===== src/design/afc_pkg.sv =====
// widths and encodings for the afc core; wait codes above 3 are not defined
`default_nettype none

package afc_pkg;

    // ------------------------------------------------------------------------
    // widths
    // ------------------------------------------------------------------------
    localparam int band_w  = 7;
    localparam int ncnt_w  = 14;
    localparam int divr_w  = 16;
    localparam int win_w   = 7;
    localparam int ibvco_w = 4;

    // reset and override values
    localparam logic [band_w-1:0] band_mid     = 7'h40;
    localparam logic [ncnt_w-1:0] err_max      = 14'h3fff;
    localparam logic [ncnt_w-1:0] force_minerr = 14'h1555;

    typedef enum logic [4:0] {
        idle, band_init, wait_vco, cntr_rst, cntr_pre, cntr_run, cntr_post,
        cntr_sync, band_update, set_opt, wait_opt, aac_start, aac_dly2,
        aac_settle, aac_update, aac_end, done
    } afc_state_e;

    // stable-time code to wait length minus one (2, 4, 8, 16 cycles)
    function automatic logic [3:0] stable_m1(input logic [1:0] code);
        case (code)
            2'd0:    return 4'd1;
            2'd1:    return 4'd3;
            2'd2:    return 4'd7;
            default: return 4'd15;
        endcase
    endfunction

endpackage

`default_nettype wire


===== src/design/afc_step_if.sv =====
// search strobes are single-cycle; step_idx is valid with every strobe
`timescale 1ns/1ps
`default_nettype none

interface afc_step_if;

    logic       search_init;
    logic       bit_set;
    logic       bit_decide;
    logic       load_opt;
    // step 0 works on band bit 6
    logic [2:0] step_idx;

    modport seq (
        output search_init, bit_set, bit_decide, load_opt, step_idx
    );

    modport search (
        input  search_init, bit_set, bit_decide, load_opt, step_idx
    );

endinterface

`default_nettype wire


===== src/design/aac_current.sv =====
// trx and the initial current codes are sampled only at aac_load
`timescale 1ns/1ps
`default_nettype none

module aac_current (
    input  logic                        clk_gated,
    input  logic                        rstn,
    input  logic                        aac_load,
    input  logic                        aac_step,
    input  logic                        pkd_sync,
    input  logic                        trx,
    input  logic [afc_pkg::ibvco_w-1:0] rg_ini_ibsel_rx,
    input  logic [afc_pkg::ibvco_w-1:0] rg_ini_ibsel_tx,
    output logic [afc_pkg::ibvco_w-1:0] afc_ibvco,
    output logic                        ibvco_zero
);
    import afc_pkg::*;

    // detector high means the swing is low, so raise the bias
    always_ff @(posedge clk_gated or negedge rstn) begin
        if (!rstn) afc_ibvco <= '0;
        else if (aac_load) afc_ibvco <= trx ? rg_ini_ibsel_tx : rg_ini_ibsel_rx;
        else if (aac_step && pkd_sync && !(&afc_ibvco)) afc_ibvco <= afc_ibvco + 1'b1;
        else if (aac_step && !pkd_sync && !ibvco_zero) afc_ibvco <= afc_ibvco - 1'b1;
    end

    assign ibvco_zero = (afc_ibvco == '0);

    // moves only on a step, by one code at most and without wrapping
    a_single_step: assert property (@(posedge clk_gated) disable iff (!rstn)
        !aac_load |=> ($past(aac_step) || $stable(afc_ibvco)) &&
            (int'(afc_ibvco) - int'($past(afc_ibvco)) <= 1) &&
            (int'($past(afc_ibvco)) - int'(afc_ibvco) <= 1));

endmodule

`default_nettype wire


===== src/design/afc_band_search.sv =====
// a2d_afc_ncntr is taken as stable at the bit_decide strobe, no resync here
`timescale 1ns/1ps
`default_nettype none

module afc_band_search (
    input  logic                       clk_gated,
    input  logic                       rstn,
    input  logic                       force_en,
    input  logic [afc_pkg::band_w-1:0] rg_vco_capband,
    input  logic [afc_pkg::ncnt_w-1:0] a2d_afc_ncntr,
    input  logic [afc_pkg::ncnt_w-1:0] target,
    afc_step_if.search                 step,
    input  logic                       done,
    output logic [afc_pkg::band_w-1:0] afc_vco_capband,
    output logic [afc_pkg::ncnt_w-1:0] afc_minerr
);
    import afc_pkg::*;

    logic [ncnt_w:0]   diff;
    logic [ncnt_w-1:0] err_abs;
    logic [ncnt_w-1:0] best_err;
    logic [band_w-1:0] best_band;
    logic [2:0]        bit_pos;

    // signed error; a full-scale negative value saturates
    assign diff    = {1'b0, a2d_afc_ncntr} - {1'b0, target};
    assign err_abs = !diff[ncnt_w] ? diff[ncnt_w-1:0] :
                     (diff[ncnt_w-1:0] == '0) ? err_max : -diff[ncnt_w-1:0];
    assign bit_pos = 3'd6 - step.step_idx;

    always_ff @(posedge clk_gated or negedge rstn) begin
        if (!rstn) begin
            afc_vco_capband <= band_mid;
            best_band       <= band_mid;
            best_err        <= err_max;
            afc_minerr      <= '0;
        end else if (force_en) begin
            afc_vco_capband <= rg_vco_capband;
            afc_minerr      <= force_minerr;
        end else begin
            if (step.search_init) begin
                afc_vco_capband <= '0;
                best_band       <= band_mid;
                best_err        <= err_max;
            end else if (step.bit_set) begin
                afc_vco_capband[bit_pos] <= 1'b1;
            end else if (step.bit_decide) begin
                // count below target means the band is too high
                if (diff[ncnt_w]) afc_vco_capband[bit_pos] <= 1'b0;
                if (err_abs < best_err) begin
                    best_err  <= err_abs;
                    best_band <= afc_vco_capband;
                end
            end else if (step.load_opt) begin
                afc_vco_capband <= best_band;
            end
            if (done) afc_minerr <= best_err;
        end
    end

    // measured band still holds the bit under test and nothing below it
    a_band_hold: assert property (@(posedge clk_gated) disable iff (!rstn || force_en)
        step.bit_decide |-> afc_vco_capband[bit_pos] &&
            ((afc_vco_capband & ((band_w'(1) << bit_pos) - band_w'(1))) == '0));

endmodule

`default_nettype wire


===== src/design/afc_sequencer.sv =====
// counter timing assumes the analog counter is ready whenever it is sampled
`timescale 1ns/1ps
`default_nettype none

module afc_sequencer (
    input  logic                      clk_gated,
    input  logic                      rstn,
    input  logic                      start,
    input  logic                      pkd_sync,
    input  logic                      ibvco_zero,
    input  logic                      rg_aac_bypass,
    input  logic [1:0]                rg_afc_vcostable_time,
    input  logic [1:0]                rg_aac_stable_time,
    input  logic [afc_pkg::win_w-1:0] rg_afc_cnt_time,
    afc_step_if.seq                   step,
    output logic                      aac_step,
    output logic                      aac_load,
    output logic                      busy,
    output logic                      done,
    output logic                      afc_cntr_rstn,
    output logic                      afc_cntr_en,
    output logic                      afc_cntr_datasyn
);
    import afc_pkg::*;

    afc_state_e       state;
    afc_state_e       state_next;
    logic [win_w-1:0] tmr;
    logic [2:0]       loop_cnt;
    logic             vco_end;
    logic             aac_wait_end;

    assign vco_end      = (tmr == win_w'(stable_m1(rg_afc_vcostable_time)));
    assign aac_wait_end = (tmr == win_w'(stable_m1(rg_aac_stable_time)));

    // ------------------------------------------------------------------------
    // state machine
    // ------------------------------------------------------------------------
    always_comb begin
        state_next = state;
        case (state)
            idle:        if (start) state_next = band_init;
            band_init:   state_next = wait_vco;
            wait_vco:    if (vco_end) state_next = cntr_rst;
            cntr_rst:    state_next = cntr_pre;
            cntr_pre:    state_next = cntr_run;
            cntr_run:    if (tmr == rg_afc_cnt_time) state_next = cntr_post;
            cntr_post:   state_next = cntr_sync;
            cntr_sync:   state_next = band_update;
            band_update: state_next = (loop_cnt == 3'd6) ? set_opt : band_init;
            set_opt:     state_next = wait_opt;
            wait_opt: begin
                if (vco_end) state_next = rg_aac_bypass ? afc_pkg::done : aac_start;
            end
            aac_start:   state_next = aac_dly2;
            aac_dly2:    if (tmr == win_w'(1)) state_next = aac_settle;
            aac_settle:  if (aac_wait_end) state_next = aac_update;
            // stop once the detector trips or the current bottoms out
            aac_update:  state_next = (pkd_sync || ibvco_zero) ? aac_end : aac_settle;
            aac_end:     if (aac_wait_end) state_next = afc_pkg::done;
            default:     state_next = idle;
        endcase
    end

    always_ff @(posedge clk_gated or negedge rstn) begin
        if (!rstn) state <= idle;
        else state <= state_next;
    end

    // shared wait timer, restarts on every state change
    always_ff @(posedge clk_gated or negedge rstn) begin
        if (!rstn) tmr <= '0;
        else if (state_next != state) tmr <= '0;
        else tmr <= tmr + win_w'(1);
    end

    always_ff @(posedge clk_gated or negedge rstn) begin
        if (!rstn) loop_cnt <= '0;
        else if (state == idle && start) loop_cnt <= '0;
        else if (state == band_update) loop_cnt <= loop_cnt + 3'd1;
    end

    // ------------------------------------------------------------------------
    // external counter controls
    // ------------------------------------------------------------------------
    always_ff @(posedge clk_gated or negedge rstn) begin
        if (!rstn) begin
            afc_cntr_rstn    <= 1'b1;
            afc_cntr_en      <= 1'b0;
            afc_cntr_datasyn <= 1'b0;
        end else begin
            afc_cntr_rstn    <= !(state == wait_vco && vco_end);
            afc_cntr_datasyn <= (state == cntr_post);
            if (state == cntr_pre) afc_cntr_en <= 1'b1;
            else if (state == cntr_run && state_next != cntr_run) afc_cntr_en <= 1'b0;
        end
    end

    // search strobes
    assign step.search_init = (state == idle) && start;
    assign step.bit_set     = (state == band_init);
    assign step.bit_decide  = (state == band_update);
    assign step.load_opt    = (state == set_opt);
    assign step.step_idx    = loop_cnt;

    assign aac_step = (state == aac_update);
    assign aac_load = start;
    assign busy     = (state != idle);
    assign done     = (state == afc_pkg::done);

    a_en_out_of_rst: assert property (@(posedge clk_gated) disable iff (!rstn)
        afc_cntr_en |-> afc_cntr_rstn);
    a_datasyn_pulse: assert property (@(posedge clk_gated) disable iff (!rstn)
        afc_cntr_datasyn |=> !afc_cntr_datasyn);

endmodule

`default_nettype wire


===== src/design/afc_sync.sv =====
// afc_en and force are async levels; start trails the afc_en rise by 4 to 5 cycles
`timescale 1ns/1ps
`default_nettype none

module afc_sync (
    input  logic clk_gated,
    input  logic rstn,
    input  logic afc_en,
    input  logic rg_forceband_en,
    input  logic a2d_aac_pkd_state,
    input  logic busy,
    output logic start,
    output logic force_en,
    output logic pkd_sync
);

    logic [2:0] en_sr;
    logic [1:0] force_sr;
    logic [1:0] pkd_sr;
    logic [1:0] pos_dly;

    // ------------------------------------------------------------------------
    // control synchronizers and enable edge
    // ------------------------------------------------------------------------
    always_ff @(posedge clk_gated or negedge rstn) begin
        if (!rstn) begin
            en_sr    <= '0;
            force_sr <= '0;
            pos_dly  <= '0;
        end else begin
            en_sr    <= {en_sr[1:0], afc_en};
            force_sr <= {force_sr[0], rg_forceband_en};
            pos_dly  <= {pos_dly[0], en_sr[1] & ~en_sr[2]};
        end
    end

    // peak detector only tracked during a calibration
    always_ff @(posedge clk_gated or negedge rstn) begin
        if (!rstn) pkd_sr <= 2'b11;
        else if (busy) pkd_sr <= {pkd_sr[0], a2d_aac_pkd_state};
    end

    assign force_en = force_sr[1];
    assign start    = pos_dly[1] & ~force_sr[1];
    assign pkd_sync = pkd_sr[1];

endmodule

`default_nettype wire


===== src/design/afc_target.sv =====
// divr and window must hold still for eight cycles after start
`timescale 1ns/1ps
`default_nettype none

module afc_target (
    input  logic                       clk_gated,
    input  logic                       rstn,
    input  logic                       start,
    input  logic [afc_pkg::divr_w-1:0] divr,
    input  logic [afc_pkg::win_w-1:0]  rg_afc_cnt_time,
    output logic [afc_pkg::ncnt_w-1:0] target
);
    import afc_pkg::*;

    logic                    busy;
    logic [2:0]              cnt;
    logic [divr_w+win_w-1:0] acc;
    logic [7:0]              win_ext;

    assign win_ext = {1'b0, rg_afc_cnt_time};

    // shift-add, one window bit per cycle, then round off the low byte
    always_ff @(posedge clk_gated or negedge rstn) begin
        if (!rstn) begin
            busy   <= 1'b0;
            cnt    <= '0;
            acc    <= '0;
            target <= '0;
        end else if (start) begin
            busy <= 1'b1;
            cnt  <= '0;
            acc  <= '0;
        end else if (busy) begin
            if (cnt == 3'd7) begin
                busy   <= 1'b0;
                target <= acc[ncnt_w+7:8] + ncnt_w'(acc[7]);
            end else begin
                cnt <= cnt + 3'd1;
                if (win_ext[cnt]) acc <= acc + ({{win_w{1'b0}}, divr} << cnt);
            end
        end
    end

    a_no_restart: assert property (@(posedge clk_gated) disable iff (!rstn)
        busy |-> !start);

endmodule

`default_nettype wire


===== src/design/afc_top.sv =====
// runs on clk_gated only; a new afc_en rise during a calibration is not allowed
`timescale 1ns/1ps
`default_nettype none

module afc_top (
    input  logic                        rstn,
    input  logic                        clk_gated,
    input  logic                        afc_en,
    input  logic                        trx,
    input  logic [afc_pkg::divr_w-1:0]  divr,
    input  logic                        rg_forceband_en,
    input  logic [afc_pkg::band_w-1:0]  rg_vco_capband,
    input  logic [1:0]                  rg_afc_vcostable_time,
    input  logic [afc_pkg::win_w-1:0]   rg_afc_cnt_time,
    input  logic [afc_pkg::ncnt_w-1:0]  a2d_afc_ncntr,
    input  logic                        rg_aac_bypass,
    input  logic [1:0]                  rg_aac_stable_time,
    input  logic [afc_pkg::ibvco_w-1:0] rg_ini_ibsel_rx,
    input  logic [afc_pkg::ibvco_w-1:0] rg_ini_ibsel_tx,
    input  logic                        a2d_aac_pkd_state,
    output logic                        afc_openloop_en,
    output logic [afc_pkg::band_w-1:0]  afc_vco_capband,
    output logic                        afc_cntr_rstn,
    output logic                        afc_cntr_en,
    output logic                        afc_cntr_datasyn,
    output logic [afc_pkg::ibvco_w-1:0] afc_ibvco,
    output logic [afc_pkg::ncnt_w-1:0]  afc_minerr,
    output logic                        afc_finish
);
    import afc_pkg::*;

    logic              start, force_en, pkd_sync, busy, done;
    logic              aac_step, aac_load, ibvco_zero;
    logic [ncnt_w-1:0] target;

    afc_step_if u_step ();

    afc_sync u_sync (.clk_gated, .rstn, .afc_en, .rg_forceband_en, .a2d_aac_pkd_state,
                     .busy, .start, .force_en, .pkd_sync);

    afc_target u_target (.clk_gated, .rstn, .start, .divr, .rg_afc_cnt_time, .target);

    afc_sequencer u_seq (.clk_gated, .rstn, .start, .pkd_sync, .ibvco_zero,
                         .rg_aac_bypass, .rg_afc_vcostable_time, .rg_aac_stable_time,
                         .rg_afc_cnt_time, .step(u_step.seq), .aac_step, .aac_load,
                         .busy, .done, .afc_cntr_rstn, .afc_cntr_en, .afc_cntr_datasyn);

    afc_band_search u_search (.clk_gated, .rstn, .force_en, .rg_vco_capband,
                              .a2d_afc_ncntr, .target, .step(u_step.search), .done,
                              .afc_vco_capband, .afc_minerr);

    aac_current u_aac (.clk_gated, .rstn, .aac_load, .aac_step, .pkd_sync, .trx,
                       .rg_ini_ibsel_rx, .rg_ini_ibsel_tx, .afc_ibvco, .ibvco_zero);

    // ------------------------------------------------------------------------
    // status flags
    // ------------------------------------------------------------------------
    // open loop drops in the same cycle that finish rises
    always_ff @(posedge clk_gated or negedge rstn) begin
        if (!rstn) afc_openloop_en <= 1'b0;
        else afc_openloop_en <= busy && !done && !force_en;
    end

    always_ff @(posedge clk_gated or negedge rstn) begin
        if (!rstn) afc_finish <= 1'b0;
        else if (force_en || start) afc_finish <= 1'b0;
        else if (done) afc_finish <= 1'b1;
    end

endmodule

`default_nettype wire


===== config.mk =====
export PLATFORM = sky130hd
export DESIGN_NAME = afc_top
export DESIGN_NICKNAME = d
export VERILOG_FILES = /design/src/design/afc_pkg.sv /design/src/design/afc_step_if.sv /design/src/design/aac_current.sv /design/src/design/afc_band_search.sv /design/src/design/afc_sequencer.sv /design/src/design/afc_sync.sv /design/src/design/afc_target.sv /design/src/design/afc_top.sv
export SDC_FILE = /design/constraint.sdc
export NUM_CORES = 1
export LEC_CHECK = 0
export ABC_AREA = 1
export BUFFER_PORTS_ARGS = -buffer_cell sky130_fd_sc_hd__buf_2
export CAP_MARGIN = 20
export CORE_ASPECT_RATIO = 0.5
export CORE_UTILIZATION = 50
export DETAILED_ROUTE_END_ITERATION = 8
export PLACE_DENSITY = 0.79
export SKIP_CTS_REPAIR_TIMING = 1
export SLEW_MARGIN = 30
export SYNTH_ARGS = -nofsm -noshare
export SYNTH_HDL_FRONTEND = slang
export SYNTH_SLANG_ARGS = --single-unit

===== constraint.sdc =====
create_clock -name clk_gated -period 4.27 [get_ports clk_gated]
set_input_delay 0 -clock clk_gated [delete_from_list [all_inputs] [get_ports clk_gated]]
set_output_delay 0 -clock clk_gated [all_outputs]
set_load 0.05 [all_outputs]

## After elaboration in Yosys (flattened, before gate mapping)

Index checks and enable logic that the tools add are counted.

- Bits in registers: 116
- Bits of input ports: 63

- Add/sub/neg operators: 10
- $lt $le $gt $ge: 4
- Eq/ne operators: 31
- Shift-type cells: 1
- Mux-type cells: 56
- Bitwise operators: 8
- Reductions and logical operators: 39

Operator list:

| operator | number |
|---|---|
| $mux 14 | 8 |
| $mux 23 | 4 |
| $pmux 5 s16 | 1 |
| $mux 7 | 11 |
| $eq 5x4->1 const B | 8 |
| $mux 5 | 8 |
| $pmux 4 s3 | 2 |
| $add 23x23->23 | 1 |
| $shl 16x3->23 | 1 |
| $eq 5x3->1 const B | 4 |
| $mux 4 | 5 |
| $mux 3 | 5 |
| $sub 14x14->15 | 1 |
| $add 14x1->14 | 1 |
| $eq 7x4->1 | 2 |
| $logic_not 14->1 | 1 |
| $lt 14x14->1 | 1 |
| $neg 14->14 | 1 |
| $reduce_bool 2->1 | 7 |
| $eq 5x2->1 const B | 2 |
| $logic_and 1x1->1 | 10 |
| $ne 5x3->1 const B | 2 |
| $reduce_bool 5->1 | 2 |
| $mux 1 | 9 |
| other kinds (34) | 52 |

## Logic depth before layout (Yosys ltp)

Gate-level depths: netlist of the first run.

- Word-level depth: 12
- Mapped depth: 29
- Mapped depth without buffers: 26

## Cells and area by module

From an unflattened synthesis of the first run, not the netlist that was laid out.

- Cells, all modules: 1476
- Area total of the unflattened synthesis: 9683.0 um^2

Modules (own cells, without submodules):

| module | instances | cells an instance | area each (um^2) | seq. area each (um^2) |
|---|---|---|---|---|
| afc_target | 1 | 619 | 3794.9 | 1001.0 |
| afc_band_search | 1 | 566 | 3754.9 | 1071.0 |
| afc_sequencer | 1 | 194 | 1353.8 | 451.7 |
| aac_current | 1 | 68 | 434.2 | 100.1 |
| afc_sync | 1 | 20 | 269.0 | 227.7 |
| afc_top | 1 | 9 | 76.3 | 50.0 |

## Worst setup path after synthesis of the first run

OpenSTA, ideal clock, no wires.

- Path type: reg2reg
- Start point: register u_target.target[0] (netlist bit)
- End point: register u_search.best_band[2]
- Setup time: 119 ps
- Arrival: 3639 ps
- Data required time: 4151 ps
- Slack: 512 ps
- Cell stages (with the launch flop): 24
- Buffers on the path: 2
- Period minus slack after synthesis: 3758 ps
- Cells stage by stage: dfrtp_1 -> ha_1 -> inv_1 -> fa_1 -> inv_1 -> ha_1 -> inv_1 -> nor2_1 -> nand3_1 -> nor2_4 -> nand2_1 -> nor4_1 -> nand2_1 -> buf_2 -> nand2_1 -> ha_1 -> a21oi_1 -> nand3b_1 -> a21oi_1 -> nor4_4 -> nand2_4 -> buf_6 -> nand3_1 -> nand2_1

- Longest elaborated chain between the ends: 7
- Elaborated cells between the ends (all ways): 8
- Classes of those cells: add/sub (2); order compare (1); mux (2); reduce/logical (3)

RTL lines:

| element | line | source |
|---|---|---|
| start, declared | afc_target.sv:11 | `output logic [afc_pkg::ncnt_w-1:0] target` |
| start signal, assigned | afc_target.sv:36 | `target <= acc[ncnt_w+7:8] + ncnt_w'(acc[7]);` |
| $sub 14x14->15 (*) | afc_band_search.sv:26 | `assign diff = {1'b0, a2d_afc_ncntr} - {1'b0, target};` |
| $neg 14->14 / $logic_not 14->1 (equally long branches) | afc_band_search.sv:28 | `(diff[ncnt_w-1:0] == '0) ? err_max : -diff[ncnt_w-1:0];` |
| $mux 14 | afc_band_search.sv:28 |  |
| $mux 14 (*) | afc_band_search.sv:27 | `assign err_abs = !diff[ncnt_w] ? diff[ncnt_w-1:0] :` |
| $lt 14x14->1 (*) | afc_band_search.sv:50 | `if (err_abs < best_err) begin` |
| $reduce_bool 2->1 (no source line) (*) | n/a |  |
| $reduce_and 4->1 (no source line) (*) | n/a |  |
| end signal, assigned | afc_band_search.sv:34 | `best_band <= band_mid;` |
| end signal, assigned | afc_band_search.sv:43 | `best_band <= band_mid;` |
| end signal, assigned | afc_band_search.sv:52 | `best_band <= afc_vco_capband;` |
| end, declared | afc_band_search.sv:22 | `logic [band_w-1:0] best_band;` |

Mark *: on every way between the ends. The rest lies on a longest branch, timed or not.
A chain may end at the register's enable or synchronous reset.

## Worst setup path after layout of the first run

- Start point: register u_target.target[0] (netlist bit)
- End point: register u_search.best_band[4]

The elaborated chain is that of the path after synthesis.

==> run metrics, run 1 <==
setup ws final=between 200 and 250 ps; Via density=~5.5; antenna diode count=0; r2r setup slk=240 ps; Clock Pin Slew Worst Setup and Hold Paths=around 60 ps; leak pwr=5.310 nW; Total Power=8.778 mW; register area share after synthesis=32.75%; Data arrival, critical path=4340 ps; layout cell share with drive strength beyond 1=13.39%; commonest non-fill, non-tap cell in the layout=nand2_1; final count of hold timing violations=3; initial antenna violation count=0; Yosys reg bits=115; Die W=about 190 um; fillers=1537; first-pass GRT wire length=38990 um; Clk Tree Root Cell=clkbuf_16; core footprint=0.01685 mm2; number of synthesis warnings=0; CTS max path bufs=2; Hold Slack=-22.46 ps; min cycle time layout=4028 ps; worst hold path type=in -> reg; hpwl dp=between 15000 and 20000 um; Clock Sinks=115; grt met3 use=under 10%; Worst-Margin Slew=693.9 ps; Power Dens Cells=842.8 mW/mm2; critical path type=reg -> reg; Post-synth EDFFs=0; synthesized instance count=about 1300; via count of the routed design=9058; predominant post-synthesis flop cell=dfrtp_1; element type at the critical path end=flop; synthesized area=roughly 0.0089 mm2; number of port buffers=92; Initial Utilization=52.59%; Die H=96.13 um; Remaining DRCs=0; Mapped Avg Cell Area=6.938 um2; NumNets Final=1523; violated checks=hold timing; Syn-to-layout area delta=17.55%; maxcap violations=0; Setup Slack @ Placement=110.1 ps; Placer Congestion=0.9347; Clock Latency Late Sink=roughly 420 ps; global route hottest layer=met2; wire per inst=14.82 um; most frequent cells in the layout=nand2_1, inv_1, o21ai_0; Req. time, crit path=around 4600 ps; Critical Path Source Type=flop; CTS buffer count=17; final WL=about 24000 um; Max IR drop VDD=0.4735 mV; met2 Usage GRT=45.89%; htree depth=4; die area=0.01829 mm2; CTS tree=yes; final-report setup violation count=0; Post-synth ARST share=between 90% and 100%; num rows=33; worst-path fanout max=8; total gr overflow=0; GR Util met1=34.34%; largest net degree at the start of global routing=73; 1st-iter DRT viols=698; status=finished, violations left; distinct cell type count after synthesis=52; vias in the first global route=8347; I/O pins=93; period utilization=94.34%; Max-slew headroom=53.74%; total track usage=26.91%; Mapped Nets=1402; final worst clock skew=a little under 9 ps; achievable clock frequency=248.2 MHz; Initial DRT Pass Iterations=5; Slew Viols, Final=0; post-route ant nets=0
## cell type report
class	count	area [um2]	share of cell area, %
clock buffer	23	467.9	4.493
timing repair buffer	128	774.5	7.436
sequential	115	2902	27.86
tap	227	284.0	2.727
inverter	186	698.2	6.704
multi-input combinational	950	5160	49.54
clock inverter	9	128.9	1.237
## logic make-up after synthesis
kind of cell	synth area share [%]
fa+ha+maj	9.010
xor+xnor	3.757
flops	32.75
buf+inv	9.434
simple gates	29.28
mux	0.6779
compound gates	15.10
## metal layers
metal | vias up | wire length [um]
met1 | 4233 | 11050
met2 | 298 | 11370
li1 | 4473 | -
met4 | 0 | 596
met5 | - | 0
met3 | 54 | 1266
## metrics by stage
| step | cells | TNS, ps | util (%) | instance area [um2] |
|---|---|---|---|---|
| after floorplan | 1277 | 0 | - | 8860 |
| after global placement | 1579 | 0 | 56.70 | 9552 |
| after detailed placement | 1579 | 0 | 56.70 | 9552 |
| after CTS | 1611 | 0 | 60.24 | 10150 |
| after global routing | 1638 | -669.5 | 61.82 | 10420 |
| final | 1638 | 0 | 61.82 | 10420 |
## report_power, final
| group | switching (mW) | total (mW) | internal [mW] |
|---|---|---|---|
| clock | 0.516 | 1.46 | 0.946 |
| combinational | 3.59 | 5.47 | 1.88 |
| sequential | 0.306 | 1.85 | 1.54 |
| total | 4.41 | 8.78 | 4.37 |
## final timing paths
kind,cells past startpoint,endpoint,startpoint
min in group asynchronous,2,u_target.acc[3],rstn
max in group asynchronous,3,u_search.best_err[11],rstn
worst min-delay path,5,u_aac.afc_ibvco[2],rg_ini_ibsel_tx[2]
worst min register to register,0,u_sync.en_sr[1],u_sync.en_sr[0]
worst max register to register,24,u_search.best_band[4],u_target.target[0]
worst max-delay path,24,u_search.best_band[4],u_target.target[0]
## synth_stat cells (2+ instances only)
library cell,number,area (um2)
nand3_1,112,560.5
o31ai_1,3,22.52
dfrtp_1,96,2402
nor2_4,2,22.52
buf_2,2,10.01
clkinv_1,5,18.77
nand2_1,297,1115
o21ai_1,4,20.02
nand3b_1,3,22.52
o21ai_0,120,600.6
fa_1,3,60.06
a22oi_1,2,15.01
a31oi_1,5,31.28
nor3_1,25,125.1
ha_1,59,738.2
a21oi_1,78,390.4
nand2_2,6,37.54
dfstp_2,19,499.2
mux2i_1,6,60.06
o211ai_1,3,22.52
a211oi_1,5,37.54
a22o_1,2,17.52
a32o_1,2,20.02
o22ai_1,8,50.05
inv_1,179,671.9
nand4_1,20,125.1
buf_6,4,45.04
inv_2,2,7.510
nand2_4,3,33.78
nor2_2,5,31.28
xor2_1,27,236.5
nor4_1,6,37.54
or2_2,4,25.02
nor2_1,111,416.7
xnor2_1,11,96.34
clkbuf_1,22,82.58
## sequential cells by signal, indices dropped and copies added (netlist names)
name / count
u_target.acc: 22
u_search.afc_minerr: 14
u_search.best_err: 14
u_target.target: 14
u_search.afc_vco_capband: 7
u_search.best_band: 7
u_seq.tmr: 7
u_seq.state: 5
u_aac.afc_ibvco: 4
u_seq.step.step_idx: 3
u_sync.en_sr: 3
u_target.cnt: 3
u_sync.force_sr: 2
u_sync.pkd_sr: 2
u_sync.pos_dly: 2
afc_finish: 1
afc_openloop_en: 1
u_seq.afc_cntr_datasyn: 1
u_seq.afc_cntr_en: 1
u_seq.afc_cntr_rstn: 1
u_target.busy: 1
## worst max-delay path: stages, from the launching register on
cell	delay [ps]
dfrtp_1	380
ha_1	190
inv_2	90
fa_1	440
inv_1	90
ha_1	150
inv_1	60
nor2_1	140
nand3_1	140
nor2_4	120
nand2_1	120
nor4_4	220
nand2_2	160
buf_4	180
nand2_1	50
ha_1	240
nand2_1	90
nor2_1	60
a211oi_1	250
nand2_2	120
nand2_4	130
nand2_4	110
buf_2	210
nand3_1	90
nand2_1	60
No activity file was read; power rests on OpenSTA's default activity.
==> inputs of run 2 (changes only) <==
--- a/config.mk
+++ b/config.mk
@@ -11,6 +11,7 @@
 export CORE_ASPECT_RATIO = 0.5
 export CORE_UTILIZATION = 50
 export DETAILED_ROUTE_END_ITERATION = 8
+export GPL_ROUTABILITY_DRIVEN = 0
 export PLACE_DENSITY = 0.79
 export SKIP_CTS_REPAIR_TIMING = 1
 export SLEW_MARGIN = 30
==> constraint.sdc (replaced) <==
create_clock -name clk_gated -period 4.27 [get_ports clk_gated]
set_input_delay 0 -clock clk_gated [delete_from_list [all_inputs] [get_ports clk_gated]]
set_output_delay 0 -clock clk_gated [all_outputs]
set_load 0.02 [all_outputs]
==> run metrics, run 2 (synthesis results as in run 1) <==
largest net degree at the start of global routing=69 (was 73); Via density=5.484 (was 5.530); worst hold path type=in -> reg (unchanged); Clk Tree Root Cell=clkbuf_16 (unchanged); Power Dens Cells=828.0 mW/mm2 (was 842.8 mW/mm2); max FFs per register=22 (unchanged); Die H=96.13 um (unchanged); Worst-Margin Slew=636.0 ps (was 693.9 ps); worst-path fanout max=13 (was 8); Worst path slowest cell=fa_1 (unchanged); CTS tree=yes (unchanged); most numerous cell on the critical path=nand2_1 (unchanged); setup ws final=294.4 ps (was 241.5 ps); top layer in use=met4 (unchanged); initial antenna violation count=0 (unchanged); Max-slew headroom=57.55% (was 53.74%); Remaining DRCs=0 (unchanged); final-report setup violation count=0 (unchanged); Die W=190.3 um (unchanged); CP Buf/Inv Count=3 (was 5); Clock Pin Slew Worst Setup and Hold Paths=60 ps (about the same); element type at the critical path end=flop (unchanged); final WL=23920 um (was 24280 um); Crit path max-delay family=simple AND/OR/NAND/NOR gates (unchanged); final count of hold timing violations=1 (was 3); r2r setup slk=290 ps (was 240 ps); fillers=1514 (was 1537); CTS max path bufs=2 (unchanged); antenna diode count=0 (unchanged); Hold Slack=-38.75 ps (was -22.46 ps); Clock Latency Late Sink=420 ps (about the same); total track usage=26.49% (was 26.91%); CTS buffer count=17 (unchanged); min cycle time layout=3976 ps (was 4028 ps); maxcap violations=0 (unchanged); WL met3=1445 um (was 1266 um); Clock Sinks=115 (unchanged); Syn-to-layout area delta=17.12% (was 17.55%); critical path type=reg -> reg (unchanged); commonest non-fill, non-tap cell in the layout=nand2_1 (unchanged); violated checks=hold timing (unchanged); Req. time, crit path=4630 ps (was 4580 ps); Data arrival, critical path=4330 ps (was 4340 ps); NumNets Final=1519 (was 1523); Design Area, Final=0.01038 mm2 (was 0.01042 mm2); Slew Viols, Final=0 (unchanged); post-route ant nets=0 (unchanged); num rows=33 (unchanged); wire per inst=14.65 um (was 14.82 um); first-pass GRT wire length=38580 um (was 38990 um); Metal-1 WL=10810 um (was 11050 um); Critical Path Source Type=flop (unchanged); I/O pins=93 (unchanged); hpwl dp=17720 um (was 18120 um); Max IR drop VDD=0.5083 mV (was 0.4735 mV); Setup Slack @ Placement=3.041 ps (was 110.1 ps); period utilization=93.11% (was 94.34%); final worst clock skew=11.06 ps (was 8.776 ps); most frequent cells in the layout=nand2_1, inv_1, o21ai_0 (unchanged); Initial DRT Pass Iterations=6 (was 5); Max stage delay on crit path=450 ps (was 440 ps); via count of the routed design=8956 (was 9058); status=finished, violations left (unchanged); total gr overflow=0 (unchanged); core footprint=0.01685 mm2 (unchanged); layout cell share with drive strength beyond 1=13.30% (was 13.39%); htree depth=4 (unchanged); non-filler cells, final=1633 (was 1638); Initial Utilization=52.59% (unchanged); vias in the first global route=8201 (was 8347); 1st-iter DRT viols=756 (was 698); worst path cell trace=ha_1 -> inv_1 -> fa_1 -> inv_1 -> ha_1 -> inv_1 -> nor2_1 -> nand3_1 -> nor2_4 -> nand2_1 -> nor4_4 -> nand2_2 -> nand2_1 -> ha_1 -> a21oi_1 -> nor2_1 -> a211oi_1 -> nand2_2 -> nand2_4 -> nand2_4 -> nand2_8 -> nand2_1 -> nand2_1 (was ha_1 -> inv_2 -> fa_1 -> inv_1 -> ha_1 -> inv_1 -> nor2_1 -> nand3_1 -> nor2_4 -> nand2_1 -> nor4_4 -> nand2_2 -> buf_4 -> nand2_1 -> ha_1 -> nand2_1 -> nor2_1 -> a211oi_1 -> nand2_2 -> nand2_4 -> nand2_4 -> buf_2 -> nand3_1 -> nand2_1); die area=0.01829 mm2 (unchanged); DR WL met2=11330 um (was 11370 um); placed cell area=0.009559 mm2 (was 0.009552 mm2); achievable clock frequency=251.5 MHz (was 248.2 MHz); placed cells=1580 (was 1579); number of port buffers=92 (unchanged); leak pwr=5.295 nW (was 5.310 nW); Biggest register=u_target.acc (unchanged); final design utilization=61.59% (was 61.82%)
-- run 2: cell types whose count changed in the layout (fill, tap and decap cells not counted), sizes merged --
| cell | before | now |
|---|---|---|
| dlygate4sd3 | 16 | 15 |
| bufinv | 3 | 2 |
| buf | 112 | 109 |
| inv | 181 | 182 |
| clkbuf | 23 | 19 |
| clkinv | 9 | 11 |
| clkinvlp | 2 | 3 |
-- run 2: path summary, 6_finish.rpt --
path,cells after the start,from,end
worst max register to register,23,u_target.target[0],u_search.best_err[8]
max in group asynchronous,3,rstn,u_search.afc_minerr[1]
min in group asynchronous,2,rstn,u_target.acc[6]
worst max-delay path,23,u_target.target[0],u_search.best_err[8]
worst min register to register,0,u_sync.pos_dly[0],u_sync.pos_dly[1]
worst min-delay path,5,rg_vco_capband[5],u_search.afc_vco_capband[5]
-- run 2: layer usage --
metal  GRT usage (%)  up-vias
met5               0        -
met4           7.333        0
met3           4.995       37
met2           45.74      308
met1           34.24     4147
li1                -     4464
-- run 2: layout make-up --
type,count,area [um2],area share (%)
well taps,227,284.0,2.737
flip-flops and latches,115,2902,27.96
repair buffers,124,744.5,7.175
clock buffers,19,452.9,4.365
inverters,186,698.2,6.729
clock inverters,12,132.6,1.278
multi-input cells,950,5162,49.75
-- run 2: where the power goes --
part           switching (mW)  internal, mW  total (mW)  leakage (nW)
logic                    3.44          1.87        5.32          3.61
clock network           0.532         0.886        1.42         0.281
registers               0.315          1.54        1.86          1.40
total                    4.29          4.30        8.59          5.30
-- run 2: worst reg2reg max path, stage by stage, from the launching register on --
cell and delay (ps):
dfrtp_1 390, ha_1 190, inv_1 140, fa_1 450, inv_1 90, ha_1 160
inv_1 50, nor2_1 150, nand3_1 140, nor2_4 120, nand2_1 130, nor4_4 260
nand2_2 170, nand2_1 110, ha_1 240, a21oi_1 140, nor2_1 70, a211oi_1 260
nand2_2 120, nand2_4 130, nand2_4 140, nand2_8 130, nand2_1 80, nand2_1 60
-- run 2: stage by stage --
stage	hold slack [ps]	total power, mW	TNS, ps
2_1_floorplan	-295.6	5.738	0
3_3_place_gp	110.5	6.771	0
3_5_place_dp	111.6	6.978	0
4_1_cts	-325.1	8.477	-182.3
5_1_grt	21.93	9.398	-317.2
6_report	-38.75	8.591	0
==> inputs of run 3 (changes only) <==
--- a/config.mk
+++ b/config.mk
@@ -5,14 +5,13 @@
 export SDC_FILE = /design/constraint.sdc
 export NUM_CORES = 1
 export LEC_CHECK = 0
-export ABC_AREA = 1
 export BUFFER_PORTS_ARGS = -buffer_cell sky130_fd_sc_hd__buf_2
 export CAP_MARGIN = 20
 export CORE_ASPECT_RATIO = 0.5
 export CORE_UTILIZATION = 50
 export DETAILED_ROUTE_END_ITERATION = 8
 export GPL_ROUTABILITY_DRIVEN = 0
-export PLACE_DENSITY = 0.79
+export PLACE_DENSITY = 0.8
 export SKIP_CTS_REPAIR_TIMING = 1
 export SLEW_MARGIN = 30
 export SYNTH_ARGS = -nofsm -noshare
==> run metrics, run 3 <==
Biggest register=u_target.acc (unchanged); commonest non-fill, non-tap cell in the layout=nand2_1 (unchanged); largest net degree at the start of global routing=67 (was 69); die area=0.01772 mm2 (was 0.01829 mm2); hpwl dp=16720 um (was 17720 um); Initial Utilization=51.83% (was 52.59%); worst hold path type=in -> reg (unchanged); worst-path fanout max=7 (was 13); post-route ant nets=0 (unchanged); Mapped Avg Cell Area=8.531 um2 (was 6.938 um2); placed cell area=0.009817 mm2 (was 0.009559 mm2); total track usage=25.94% (was 26.49%); Slew Viols, Final=0 (unchanged); number of synthesis warnings=0 (unchanged); Initial DRT Pass Iterations=7 (was 6); wire per inst=16.37 um (was 14.65 um); element type at the critical path end=flop (unchanged); layout cell share with drive strength beyond 1=24.77% (was 13.30%); Syn-to-layout area delta=25.56% (was 17.12%); Hold Path Origin=rg_ini_ibsel_rx[1] (was rg_vco_capband[5]); GR Util met1=32.31% (was 34.24%); synthesized instance count=1006 (was 1277); Req. time, crit path=4560 ps (was 4630 ps); Mapped Nets=1131 (was 1402); number of port buffers=92 (unchanged); Clock Sinks=115 (unchanged); CTS max path bufs=2 (unchanged); r2r startpoint=u_target.target[0] (unchanged); Power Dens Cells=894.5 mW/mm2 (was 828.0 mW/mm2); total gr overflow=0 (unchanged); setup ws final=-789.0 ps (was 294.4 ps); Psw=4.254 mW (was 4.291 mW); via count of the routed design=8302 (was 8956); Critical Path Source Type=flop (unchanged); Max IR drop VDD=0.4169 mV (was 0.5083 mV); Max-slew headroom=38.55% (was 57.55%); Clock Pin Slew Worst Setup and Hold Paths=60 ps (about the same); Worst-Margin Slew=914.8 ps (was 636.0 ps); Yosys reg bits=115 (unchanged); critical path type=reg -> reg (unchanged); area leader, netlist=dfrtp_1 (unchanged); Data arrival, critical path=5350 ps (was 4330 ps); Remaining DRCs=0 (unchanged); 1st-iter DRT viols=695 (was 756); distinct cell type count after synthesis=71 (was 52); Clk pwr share=15.7% (was 16.5%); met2 Usage GRT=46.47% (was 45.74%); predominant post-synthesis flop cell=dfrtp_1 (unchanged); NumNets Final=1303 (was 1519); final worst clock skew=14.18 ps (was 11.06 ps); initial antenna violation count=0 (unchanged); RR Endpoint=u_search.best_err[2] (was u_search.best_err[8]); combinational share of power=63.7% (was 61.9%); Design Area, Final=0.01078 mm2 (was 0.01038 mm2); Worst path slowest cell=or4_4 (was fa_1); final WL=23210 um (was 23920 um); most numerous cell on the critical path=a21oi_2 (was nand2_1); maxcap violations=0 (unchanged); Die W=187.3 um (was 190.3 um); Post-synth EDFFs=0 (unchanged); most common cell in the netlist=nand2_1 (unchanged); register area share after synthesis=33.81% (was 32.75%); first-pass GRT wire length=37270 um (was 38580 um); top cells by count, synth=nand2_1, dfrtp_1, nor2_1 (was nand2_1, inv_1, o21ai_0); internal power=5.385 mW (was 4.300 mW); max FFs per register=22 (unchanged); Max stage delay on crit path=570 ps (was 450 ps); min cycle time layout=5059 ps (was 3976 ps); most frequent cells in the layout=nand2_1, dfrtp_1, buf_4 (was nand2_1, inv_1, o21ai_0); Post-synth ARST share=100.0% (unchanged); violated checks=setup timing (was hold timing); grt met3 use=3.902% (was 4.995%); CTS tree=yes (unchanged); Clock Latency Late Sink=410 ps (was 420 ps); period utilization=118.5% (was 93.11%); final count of hold timing violations=0 (was 1); final-report setup violation count=21 (was 0); r2r setup slk=-790 ps (was 290 ps); synthesized area=0.008582 mm2 (was 0.008860 mm2); Die H=94.64 um (was 96.13 um); Net Sw Frac=44.13% (was 49.95%); Hold Path Depth=4 (was 5); post-synth top area share=27.99% (was 27.11%); core footprint=0.01656 mm2 (was 0.01685 mm2); I/O pins=93 (unchanged); WHS Endpoint=u_aac.afc_ibvco[1] (was u_search.afc_vco_capband[5]); Clk Tree Root Cell=clkbuf_16 (unchanged); worst path cell trace=ha_2 -> inv_2 -> fa_2 -> a21o_1 -> a221oi_4 -> xnor2_2 -> o21bai_4 -> or4_4 -> or4_4 -> or2_1 -> a21oi_2 -> ha_1 -> a21o_1 -> a21oi_2 -> nand2_1 -> a21oi_2 -> and4b_2 -> o21ai_4 -> buf_6 -> buf_4 -> a21oi_2 -> a31oi_1 (was ha_1 -> inv_1 -> fa_1 -> inv_1 -> ha_1 -> inv_1 -> nor2_1 -> nand3_1 -> nor2_4 -> nand2_1 -> nor4_4 -> nand2_2 -> nand2_1 -> ha_1 -> a21oi_1 -> nor2_1 -> a211oi_1 -> nand2_2 -> nand2_4 -> nand2_4 -> nand2_8 -> nand2_1 -> nand2_1); achievable clock frequency=197.7 MHz (was 251.5 MHz); vias in the first global route=8001 (was 8201); Via density=5.855 (was 5.484); num rows=33 (unchanged); RSZ-0062 raised after global routing=yes; CTS buffer count=17 (unchanged); r2r worst-path depth=22 (was 23); Synth area leaders=dfrtp_1, ha_1, dfstp_2, a21oi_1, nand2_1 (was dfrtp_1, nand2_1, ha_1, inv_1, o21ai_0); status=finished, violations left (unchanged); global route hottest layer=met2 (unchanged); final design utilization=65.08% (was 61.59%); htree depth=4 (unchanged); leak pwr=5.042 nW (was 5.295 nW); antenna diode count=0 (unchanged); sequential power share=20.6% (was 21.6%)
[run 3: changes by cell type in the layout (fill, tap and decap cells not counted), moves of 18 or more]
cell | previous run | this run
mux2i_1 | 6 | 29
nand2_1 | 297 | 100
o21ai_0 | 118 | 52
xnor2_1 | 11 | 34
a21o_1 | 1 | 19
buf_4 | 17 | 95
nor2_1 | 111 | 93
inv_1 | 179 | 50
nand3_1 | 112 | 21
a31oi_1 | 5 | 26
[run 3: layout make-up]
cell class	instances	area, um2
flip-flops and latches	115	2902
clock inverters	9	152.6
inverters	52	195.2
repair buffers	202	1328
multi-input cells	790	5446
fillers	1323	5782
clock buffers	23	467.9
well taps	227	284.0
[run 3: worst max-delay path by stage]
stage / startpoint / to / slack, ps / depth (start not counted)
floorplan: u_target.target[0] / u_search.best_err[12] / -590 / 22
global placement: u_target.target[0] / u_search.best_err[8] / -520 / 20
detailed placement: u_target.target[0] / u_search.best_err[10] / -660 / 21
CTS: u_target.target[0] / u_search.best_band[6] / -700 / 21
global route: u_target.target[0] / u_search.best_err[2] / -970 / 22
finish: u_target.target[0] / u_search.best_err[2] / -790 / 22
[run 3: kinds of logic after synthesis]
logic type	after synthesis	share of synthesized area, %
multiplexers	47	6.138
AO/OA/AOI/OAI	286	21.50
AND/OR/NAND/NOR	327	17.79
XOR/XNOR	68	6.940
buffers and inverters	101	4.519
flip-flops	115	33.81
adder cells (fa/ha/maj)	62	9.302
[run 3: power by group through the flow]
| stage | clock (mW) | sequential (mW) | combinational (mW) |
|---|---|---|---|
| 2_1_floorplan | 0 | 1.85 | 4.06 |
| 3_3_place_gp | 0 | 1.97 | 5.51 |
| 3_5_place_dp | 0 | 1.99 | 5.79 |
| 4_1_cts | 1.52 | 1.97 | 5.86 |
| 5_1_grt | 1.57 | 2.04 | 6.76 |
| 6_report | 1.51 | 1.99 | 6.14 |
[run 3: worst max-delay path: cells and delay by family, from the launching register on]
family / cells / cell delay [ps]
AO/OA/AOI/OAI: 10 / 1680
XOR/XNOR: 1 / 100
adder cells (fa/ha/maj): 3 / 770
buffers and inverters: 3 / 320
flip-flops: 1 / 350
AND/OR/NAND/NOR: 5 / 1750
[run 3: metrics by stage]
step / cells / setup WS (ps) / hold slack (ps) / power, mW / TNS (ps)
after floorplan: 1006 / -593.0 / -295.6 / 5.912 / -8651
after global placement: 1357 / -519.0 / 109.7 / 7.473 / -9811
after detailed placement: 1357 / -660.1 / 115.6 / 7.773 / -12820
after CTS: 1389 / -700.2 / -304.1 / 9.355 / -13640
after global routing: 1418 / -969.2 / 54.99 / 10.37 / -19460
final: 1418 / -789.0 / 22.83 / 9.639 / -15510
[run 3: per-layer routing]
metal / vias to the layer above / share of wire [%]
li1: 3967 / -
met1: 3949 / 44
met2: 322 / 49
met3: 64 / 5.7
met4: 0 / 2.2
met5: - / 0
